**src/mccu_pkg.sv**
```systemverilog
`default_nettype none

// Shared sizing and types for the maximum-contention control unit
package mccu_pkg;

    // Number of cores watched by the unit
    localparam int N_CORES = 2;

    // Contention events reported by each core
    localparam int CORE_EVENTS = 4;

    // Width of the software quota register
    localparam int QUOTA_WIDTH = 32;

    // Width of one event weight
    // A weight of zero disables its event
    localparam int WEIGHT_WIDTH = 7;

    // Sum of CORE_EVENTS weights at their maximum never wraps
    localparam int SUM_WIDTH = WEIGHT_WIDTH + $clog2(CORE_EVENTS);

    // One quota value
    typedef logic [QUOTA_WIDTH-1:0] quota_t;

    // One event weight
    typedef logic [WEIGHT_WIDTH-1:0] weight_t;

    // Consumed budget of one core in one cycle
    typedef logic [SUM_WIDTH-1:0] ccc_sum_t;

    // Event inputs of one core
    // Bit e of events selects weights[e] for this cycle
    typedef struct packed {
        logic [CORE_EVENTS-1:0]    events;
        weight_t [CORE_EVENTS-1:0] weights;
    } core_events_t;

    // Software control of one core's quota
    // Update is a level and new_quota is taken on every edge it is high
    typedef struct packed {
        logic   update;
        quota_t new_quota;
    } quota_ctrl_t;

endpackage : mccu_pkg

`default_nettype wire

```
**src/mccu_event_weigher.sv**
```systemverilog
`timescale 1ns/1ps
`default_nettype none

// Per-core weighted event adder
// Each cycle the active events of a core select their weights,
// the selected weights are added and the total is registered
module mccu_event_weigher (
    input  wire logic                                         clk_i,
    input  wire logic                                         rstn_i,
    input  wire mccu_pkg::core_events_t [mccu_pkg::N_CORES-1:0] core_events_i,
    output      mccu_pkg::ccc_sum_t     [mccu_pkg::N_CORES-1:0] ccc_sum_o
);

    import mccu_pkg::*;

    for (genvar c = 0; c < N_CORES; c++) begin : g_core

        // Weights that survive the event mask this cycle
        weight_t [CORE_EVENTS-1:0] gated_w;

        // Unregistered total for this core
        ccc_sum_t sum_d;

        // Registered total, seen by the quota monitor one edge later
        ccc_sum_t sum_q;

        // Inactive events contribute nothing
        for (genvar e = 0; e < CORE_EVENTS; e++) begin : g_event
            assign gated_w[e] = core_events_i[c].events[e] ?
                                core_events_i[c].weights[e] : '0;
        end

        // Adder chain over the gated weights
        // Zero extension keeps the carry of every partial sum
        always_comb begin
            sum_d = '0;
            for (int e = 0; e < CORE_EVENTS; e++) begin
                sum_d = sum_d + {{(SUM_WIDTH-WEIGHT_WIDTH){1'b0}}, gated_w[e]};
            end
        end

        // One cycle of latency and cleared with the rest of the control state
        always_ff @(posedge clk_i or negedge rstn_i) begin
            if (!rstn_i) begin
                sum_q <= '0;
            end else begin
                sum_q <= sum_d;
            end
        end

        assign ccc_sum_o[c] = sum_q;

        // No events in the previous cycle means nothing was consumed
        // whatever the weights were
        a_idle_core_zero_sum : assert property (
            @(posedge clk_i) disable iff (!rstn_i)
            $past(core_events_i[c].events == '0) |-> (ccc_sum_o[c] == '0)
        );

    end

endmodule : mccu_event_weigher

`default_nettype wire

```
**src/mccu_quota_monitor.sv**
```systemverilog
`timescale 1ns/1ps
`default_nettype none

// Quota tracking for one core
// Holds the software quota, takes away the registered consumed sum
// while the unit is enabled and flags an overrun before it happens
module mccu_quota_monitor (
    input  wire logic                  clk_i,
    input  wire logic                  rstn_i,
    input  wire logic                  enable_i,
    input  wire mccu_pkg::ccc_sum_t    ccc_sum_i,
    input  wire mccu_pkg::quota_ctrl_t quota_ctrl_i,
    output      mccu_pkg::quota_t      quota_o,
    output      logic                  irq_o
);

    import mccu_pkg::*;

    // Quota currently left for this core
    quota_t quota_q;

    // Next value of the quota register
    quota_t quota_d;

    // Value the consumed sum is taken from
    quota_t quota_base;

    // Consumed sum widened to the quota width
    quota_t sum_ext;

    // Base minus sum, clamped at zero
    quota_t sat_diff;

    // Sum is larger than the held quota
    logic   overrun;

    // Sum is larger than the subtraction base
    logic   base_underflow;

    // The sum is unsigned so zero padding is enough
    assign sum_ext = {{(QUOTA_WIDTH-SUM_WIDTH){1'b0}}, ccc_sum_i};

    // A fresh load bypasses the held quota in the same edge
    assign quota_base = quota_ctrl_i.update ? quota_ctrl_i.new_quota : quota_q;

    // Saturating subtraction
    assign base_underflow = sum_ext > quota_base;
    assign sat_diff       = base_underflow ? '0 : (quota_base - sum_ext);

    // Four update cases
    // Disabled holds or loads without subtraction
    // Enabled subtracts from the held or the newly loaded quota
    always_comb begin
        if (enable_i) begin
            quota_d = sat_diff;
        end else if (quota_ctrl_i.update) begin
            quota_d = quota_ctrl_i.new_quota;
        end else begin
            quota_d = quota_q;
        end
    end

    always_ff @(posedge clk_i or negedge rstn_i) begin
        if (!rstn_i) begin
            quota_q <= '0;
        end else begin
            quota_q <= quota_d;
        end
    end

    assign quota_o = quota_q;

    // Compared against the held quota rather than the bypassed one
    // so software sees the warning one edge before the quota hits zero
    assign overrun = sum_ext > quota_q;

    // Only an enabled unit may interrupt
    assign irq_o = enable_i && overrun;

    // Consumption never increases the budget
    a_enabled_never_grows : assert property (
        @(posedge clk_i) disable iff (!rstn_i)
        enable_i |=> (quota_q <= $past(quota_base))
    );

    // Idle core with no load keeps its quota across the edge
    a_idle_hold : assert property (
        @(posedge clk_i) disable iff (!rstn_i)
        (!enable_i && !quota_ctrl_i.update) |=> (quota_q == $past(quota_q))
    );

endmodule : mccu_quota_monitor

`default_nettype wire

```
**src/mccu_top.sv**
```systemverilog
`timescale 1ns/1ps
`default_nettype none

// Maximum-contention control unit
// One shared weigher computes the consumed sum of every core,
// then each core gets its own quota monitor
//
// Latency from the inputs
//   events to quota change   two edges
//   events to interrupt      one edge
//   update to quota_o        one edge
module mccu_top (
    input  wire logic                                          clk_i,
    input  wire logic                                          rstn_i,
    input  wire logic                                          enable_i,
    input  wire mccu_pkg::core_events_t [mccu_pkg::N_CORES-1:0] core_events_i,
    input  wire mccu_pkg::quota_ctrl_t  [mccu_pkg::N_CORES-1:0] quota_ctrl_i,
    output      mccu_pkg::quota_t       [mccu_pkg::N_CORES-1:0] quota_o,
    output      logic                   [mccu_pkg::N_CORES-1:0] irq_o
);

    import mccu_pkg::*;

    // Registered consumed sum per core, weigher to monitors
    ccc_sum_t [N_CORES-1:0] ccc_sum;

    // Sums are built every cycle, enabled or not
    mccu_event_weigher u_weigher (
        .clk_i         (clk_i),
        .rstn_i        (rstn_i),
        .core_events_i (core_events_i),
        .ccc_sum_o     (ccc_sum)
    );

    // One monitor per core
    // Enable is shared while sums and software controls are private
    for (genvar c = 0; c < N_CORES; c++) begin : g_core
        mccu_quota_monitor u_monitor (
            .clk_i        (clk_i),
            .rstn_i       (rstn_i),
            .enable_i     (enable_i),
            .ccc_sum_i    (ccc_sum[c]),
            .quota_ctrl_i (quota_ctrl_i[c]),
            .quota_o      (quota_o[c]),
            .irq_o        (irq_o[c])
        );
    end

endmodule : mccu_top

`default_nettype wire

```
**config.mk**
```make
export PLATFORM = sky130hd
export DESIGN_NAME = mccu_top
export DESIGN_NICKNAME = d
export VERILOG_FILES = /design/src/mccu_pkg.sv /design/src/mccu_event_weigher.sv /design/src/mccu_quota_monitor.sv /design/src/mccu_top.sv
export SDC_FILE = /design/constraint.sdc
export NUM_CORES = 1
export LEC_CHECK = 0
export ABC_AREA = 1
export ABC_CLOCK_PERIOD_IN_PS = 5000
export BUFFER_PORTS_ARGS = -buffer_cell sky130_fd_sc_hd__buf_2
export CAP_MARGIN = 20
export CORE_ASPECT_RATIO = 0.8
export CORE_MARGIN = 5
export CORE_UTILIZATION = 45
export DETAILED_ROUTE_END_ITERATION = 8
export PLACE_DENSITY = 0.79
export RECOVER_POWER = 50
export SYNTH_ARGS = -nofsm -noshare
export SYNTH_HDL_FRONTEND = slang
export SYNTH_SLANG_ARGS = --single-unit
```
**constraint.sdc**
```tcl
create_clock -name clk_i -period 5 [get_ports clk_i]
set_clock_uncertainty 0.15 [all_clocks]
set_input_delay 0.75 -clock clk_i [delete_from_list [all_inputs] [get_ports clk_i]]
set_output_delay 0.75 -clock clk_i [all_outputs]
set_load 0.02 [all_outputs]
```
==> flow_summary.json, run 1 <==
{
  "yosys.area.top_type_share": 0.237,
  "ys_ff_latch": 82,
  "syn_avg_cell_area_um2": 6.57,
  "grt_overflow": 0,
  "cpMostUsedCell": "nand2_1",
  "diodes": 0,
  "synth_flop_cell": "dfrtp_1",
  "vias": 8727,
  "ys_seq_area_frac": 0.237,
  "worst_pin_slew_ns": 2.28,
  "clock_sinks": 82,
  "grt_pass1_vias": 8204,
  "via_per_inst": 4.93,
  "synth_edf_count": 0,
  "synth_common_cells": "nand2_1, inv_1, nor2_1, dfrtp_1, nand3_1",
  "critPathCaptureType": "flip-flop",
  "layout.cells.non_filler": 1771,
  "cp_max_fo": 7,
  "tritoncts": "built",
  "cts-buffers-inserted": 9,
  "status": "finished with violations",
  "critical_path.max_stage_delay_ns": 0.53,
  "ctsLongestPathBuffers": 2,
  "yosys.area.top_type": "dfrtp_1",
  "critical_path_class": "primary input to flip-flop",
  "die_x_um": 165,
  "worstSkewPairLatency_ns": 0.35,
  "hold_viol_final": 0,
  "syn_inst": 1318,
  "rows": 45,
  "synthArstFlopShare": 1.00,
  "coreArea_mm2": 0.0189,
  "dr.pass1.iters": 5,
  "start_kind": "primary input",
  "grt_max_degree": 83,
  "fp.dieArea_mm2": 0.0221,
  "clk_pin_slew_worst_paths_ns": 0.06,
  "critical_path_depth": 18,
  "critPathSlowestCell": "fa_1",
  "die_h_um": 134,
  "placement.io_buffers": 198,
  "fin_crit_sh": 0.729,
  "antenna_found_initial": 1,
  "slew_violations": 40,
  "max_freq_mhz": 274,
  "nets": 1725,
  "synthToLayoutAreaGrowth_pct": 16.4,
  "wl_per_cell_um": 13.5,
  "max-cap-violations": 1,
  "synth_area_leaders": "dfrtp_1, nand2_1, ha_1",
  "dpl.hpwl_um": 19400,
  "p_leak_uw": 0.00583,
  "post_cts_buffers": 0,
  "cts-root-buf": "clkbuf_16",
  "fin_crit_ns": 3.64,
  "path_cells": "clkbuf_1 -> nand2_1 -> inv_1 -> ha_1 -> fa_1 -> nand3_1 -> nand2_1 -> nand2_1 -> nand2_1 -> fa_1 -> inv_1 -> ha_1 -> nand2_1 -> o21ai_0 -> a21oi_1 -> nor2_1 -> nor2_1 -> xnor2_1",
  "fin_setup_tns_ns": 0,
  "hp-class": "flip-flop to flip-flop",
  "initial_core_util": 0.458,
  "syn-cell-area_mm2": 0.00866,
  "synthDistinctLibCells": 44,
  "ios": 199,
  "rsz0062_at_grt": "no",
  "finalSetupViolCount": 0,
  "crit_arrival_ns": 3.72,
  "cts_resized": 0,
  "max_slew_margin": -0.523,
  "worst-endpoint-required_ns": 5.08,
  "postRouteAntennaNets": 0,
  "ir_worst_vdd_mv": 0.161,
  "violations": "capacitance limit, slew limit",
  "place_inst": 1754,
  "yosysWarnings": 0,
  "reg2reg_depth": 14,
  "drive_gt1_frac": 0.195,
  "synth.most_common_cell": "nand2_1",
  "crit_buf_inv": 3,
  "grt_pass1_wl_um": 38900,
  "syn-num-nets": 1535,
  "routed_wl_um": 23900,
  "htreeDepth": 3,
  "drcViolationCount": 0,
  "power_density_mw_per_mm2": 371,
  "drt_iter0_drc": 584,
  "whs_path_depth": 2,
  "gp_congestion": 0.898,
  "track_usage": 0.216,
  "cts_hold_buf": 0,
  "whs_ns": 0.492,
  "crit_family": "adder cells"
}
==> cells in the final DEF, fill, tap and decap left out, types with 3 or more instances in the layout <==
cell       count
a21oi_1       58
and2_1         6
buf_2        164
buf_4          3
clkbuf_1      34
clkbuf_16      9
clkbuf_8       3
clkinv_1       3
dfrtp_1       82
fa_1          20
ha_1          64
inv_1        197
inv_2         12
nand2_1      418
nand2_2       34
nand2_4        9
nand3_1       67
nand4_1       15
nor2_1       132
nor2_2        24
nor2_4        12
nor3_1         8
nor4_1        11
o211ai_1       4
o21ai_0       45
o21ai_1        6
o21ai_2        4
or2_2          7
xnor2_1       10
xor2_1        27
==> through the flow <==
step                total power, µW  setup slack, ns  instance area (µm²)  utilization
finish                         3740             1.36                10100        0.533
global route                   4080             1.09                10100        0.533
CTS                            3750             1.43                10100        0.534
detailed placement             3080             1.09                 9810        0.519
global placement               3020             1.17                 9810        0.519
floorplan                      2500             1.46                 8660            -
==> cells by family (layout without fill, tap and decap cells) <==
family / after synthesis / in the layout / synth area share
muxes: 2 / 2 / 0.00231
xor gates and xnor gates: 37 / 37 / 0.0374
adders and majority gates: 84 / 84 / 0.139
DFF: 82 / 82 / 0.237
and+or+nand+nor: 752 / 752 / 0.393
AOI/OAI and AO/OA: 123 / 123 / 0.0756
buffers and inverters: 238 / 433 / 0.116
==> metal layers <==
metal	wire, µm	GRT usage
met1	11100	0.303
met2	10900	0.348
met5	13	0
met3	1750	0.0415
met4	175	0.0425
==> worst reg2reg max path, stage by stage, from the launching register on <==
cell     delay, ns
dfrtp_1       0.40
mux2i_1       0.19
ha_1          0.19
inv_1         0.08
fa_1          0.41
nand2_1       0.08
nand2_1       0.09
nand3_1       0.10
nand2_1       0.09
nand2_1       0.16
nand3_4       0.14
nor2_4        0.17
nand2_4       0.11
inv_4         0.13
nor2_1        0.07
==> power breakdown <==
| part | leakage [µW] | internal, µW | switching [µW] | total, µW |
|---|---|---|---|---|
| clock network | 0.000141 | 376 | 284 | 660 |
| registers | 0.000984 | 842 | 149 | 991 |
| logic | 0.00470 | 746 | 1340 | 2090 |
| total | 0.00583 | 1960 | 1770 | 3740 |
==> final cells by class <==
class / count / area (µm²)
flip-flops and latches: 82 / 2050
fillers: 1864 / 8840
clock inverters: 4 / 25.0
inverters: 215 / 820
clock buffers: 12 / 267
repair buffers: 202 / 991
well taps: 258 / 323
multi-input cells: 998 / 5600
==> worst paths after layout <==
kind,start,endpoint,slack (ns)
max,core_events_i[29],u_weigher.g_core[0].sum_q[7],1.36
min,g_core[0].u_monitor.quota_o[0],g_core[0].u_monitor.quota_o[0],0.49
max reg2reg,g_core[0].u_monitor.quota_o[0],g_core[0].u_monitor.quota_o[19],2.32
min reg2reg,g_core[0].u_monitor.quota_o[0],g_core[0].u_monitor.quota_o[0],0.49
max in group asynchronous,rstn_i,g_core[0].u_monitor.quota_o[7],2.46
min in group asynchronous,rstn_i,g_core[1].u_monitor.quota_o[1],0.93
==> state kept, by name, summed over array words and instances, names as in the netlist <==
signal                    flops
u_weigher.g_core.sum_q       18
g_core.u_monitor.quota_o     64
Power figures use the tool's default switching activity.
==> inputs of run 2 (changes only) <==
ABC_CLOCK_PERIOD_IN_PS = 3800   (was 5000)
clock period = 3.8 ns   (was 5 ns; I/O delays follow)
==> flow_summary.json, run 2 (same netlist as run 1, synthesis figures left out) <==
{
  "status": "finished with violations",
  "violations": "capacitance limit, slew limit",
  "clock_sinks": 82,
  "nets": 1727,
  "initial_core_util": 0.458,
  "largest_reg_flops": 64,
  "postRouteAntennaNets": 0,
  "clk_pin_slew_worst_paths_ns": 0.06,
  "gp_congestion": 0.904,
  "finalSetupViolCount": 0,
  "power_density_mw_per_mm2": 484,
  "tritoncts": "built",
  "start_kind": "primary input",
  "critPathCaptureType": "flip-flop",
  "fin_crit_sh": 0.899,
  "routed_wl_um": 23800,
  "rsz0062_at_grt": "no",
  "die_x_um": 165,
  "cts_hold_buf": 0,
  "layout_commonest_cell": "nand2_1",
  "grt_pass1_vias": 8356,
  "worstSkewPairLatency_ns": 0.35,
  "p_leak_uw": 0.00583,
  "post_cts_buffers": 0,
  "worst-endpoint-required_ns": 3.88,
  "drive_gt1_frac": 0.196,
  "cts-root-buf": "clkbuf_16",
  "ctsLongestPathBuffers": 2,
  "cts-buffers-inserted": 9,
  "max_freq_mhz": 293,
  "max-cap-violations": 1,
  "mostFrequentLayoutCells": "nand2_1, inv_1, buf_2",
  "grt_overflow": 0,
  "grt_max_degree": 83,
  "cts_resized": 0,
  "drcViolationCount": 0,
  "track_usage": 0.215,
  "drt_iter0_drc": 621,
  "synthToLayoutAreaGrowth_pct": 16.3,
  "die_h_um": 134,
  "crit_arrival_ns": 3.50,
  "placement.io_buffers": 198,
  "fp.dieArea_mm2": 0.0221,
  "antenna_found_initial": 2,
  "wl_per_cell_um": 13.4,
  "final_util": 0.532,
  "fin_crit_ns": 3.41,
  "htreeDepth": 3,
  "finalPower_uw": 4870,
  "dpl.hpwl_um": 19500,
  "worst_pin_slew_ns": 2.30,
  "dr.pass1.iters": 5,
  "rows": 45,
  "grt_pass1_wl_um": 38900,
  "max_slew_margin": -0.531,
  "fin_setup_tns_ns": 0,
  "coreArea_mm2": 0.0189,
  "cp_max_fo": 7,
  "ios": 199,
  "hold_viol_final": 0,
  "hp-class": "primary input to flip-flop",
  "slew_violations": 44,
  "via_per_inst": 4.92,
  "critical_path_class": "primary input to flip-flop",
  "ir_worst_vdd_mv": 0.241,
  "vias": 8724
}
==> run 2: area by class of cell <==
cell class | count | area (µm²)
diodes | 1 | 2.50
clock buffers | 11 | 253
clock inverters | 4 | 26.3
fillers | 1854 | 8850
inverters | 215 | 820
multi-input cells | 998 | 5600
flip-flops and latches | 82 | 2050
well taps | 258 | 323
repair buffers | 204 | 992
==> run 2: worst paths after layout <==
check / start / to / slack (ns) / cells after the start
max: core_events_i[28] / u_weigher.g_core[0].sum_q[7] / 0.39 / 16
min: quota_ctrl_i[0] / g_core[0].u_monitor.quota_o[0] / 0.39 / 3
max reg2reg: g_core[0].u_monitor.quota_o[0] / g_core[0].u_monitor.quota_o[19] / 1.13 / 14
min reg2reg: g_core[0].u_monitor.quota_o[0] / g_core[0].u_monitor.quota_o[0] / 0.49 / 2
max in group asynchronous: rstn_i / g_core[0].u_monitor.quota_o[31] / 0.76 / 2
min in group asynchronous: rstn_i / g_core[1].u_monitor.quota_o[1] / 0.76 / 1
==> run 2: per-stage QoR <==
| step | cell area, µm² | instances | hold slack (ns) | worst slack [ns] |
|---|---|---|---|---|
| 4_1_cts | 10100 | 1771 | 0.308 | 0.381 |
| 3_5_place_dp | 9830 | 1756 | 0.480 | 0.0197 |
| 3_3_place_gp | 9830 | 1756 | 0.452 | 0.159 |
| 6_report | 10100 | 1773 | 0.395 | 0.385 |
| 5_1_grt | 10100 | 1773 | 0.402 | 0.116 |
| 2_1_floorplan | 8660 | 1318 | 0.124 | 0.437 |
==> run 2: worst max-delay path, cell delays in order <==
cell,delay [ns]
buf_2,0.14
nand2_1,0.07
inv_1,0.04
ha_1,0.21
fa_1,0.48
inv_1,0.05
fa_1,0.47
inv_1,0.07
ha_1,0.17
inv_1,0.05
fa_1,0.40
o21ai_0,0.34
a21oi_1,0.13
nor2_1,0.12
nor2_1,0.06
xnor2_1,0.11
==> run 2: report_power, final <==
part / leakage, µW / switching, µW / internal [µW]
Clock: 0.000138 / 366 / 475
Sequential: 0.000984 / 194 / 1110
Combinational: 0.00471 / 1750 / 978
==> run 2: metal layers <==
metal | vias up | GRT usage | wire length [µm]
met2 | 309 | 0.339 | 10500
met4 | 2 | 0.0545 | 403
met1 | 3913 | 0.303 | 10900
li1 | 4465 | - | -
met3 | 35 | 0.0418 | 1990
met5 | - | 0 | 11
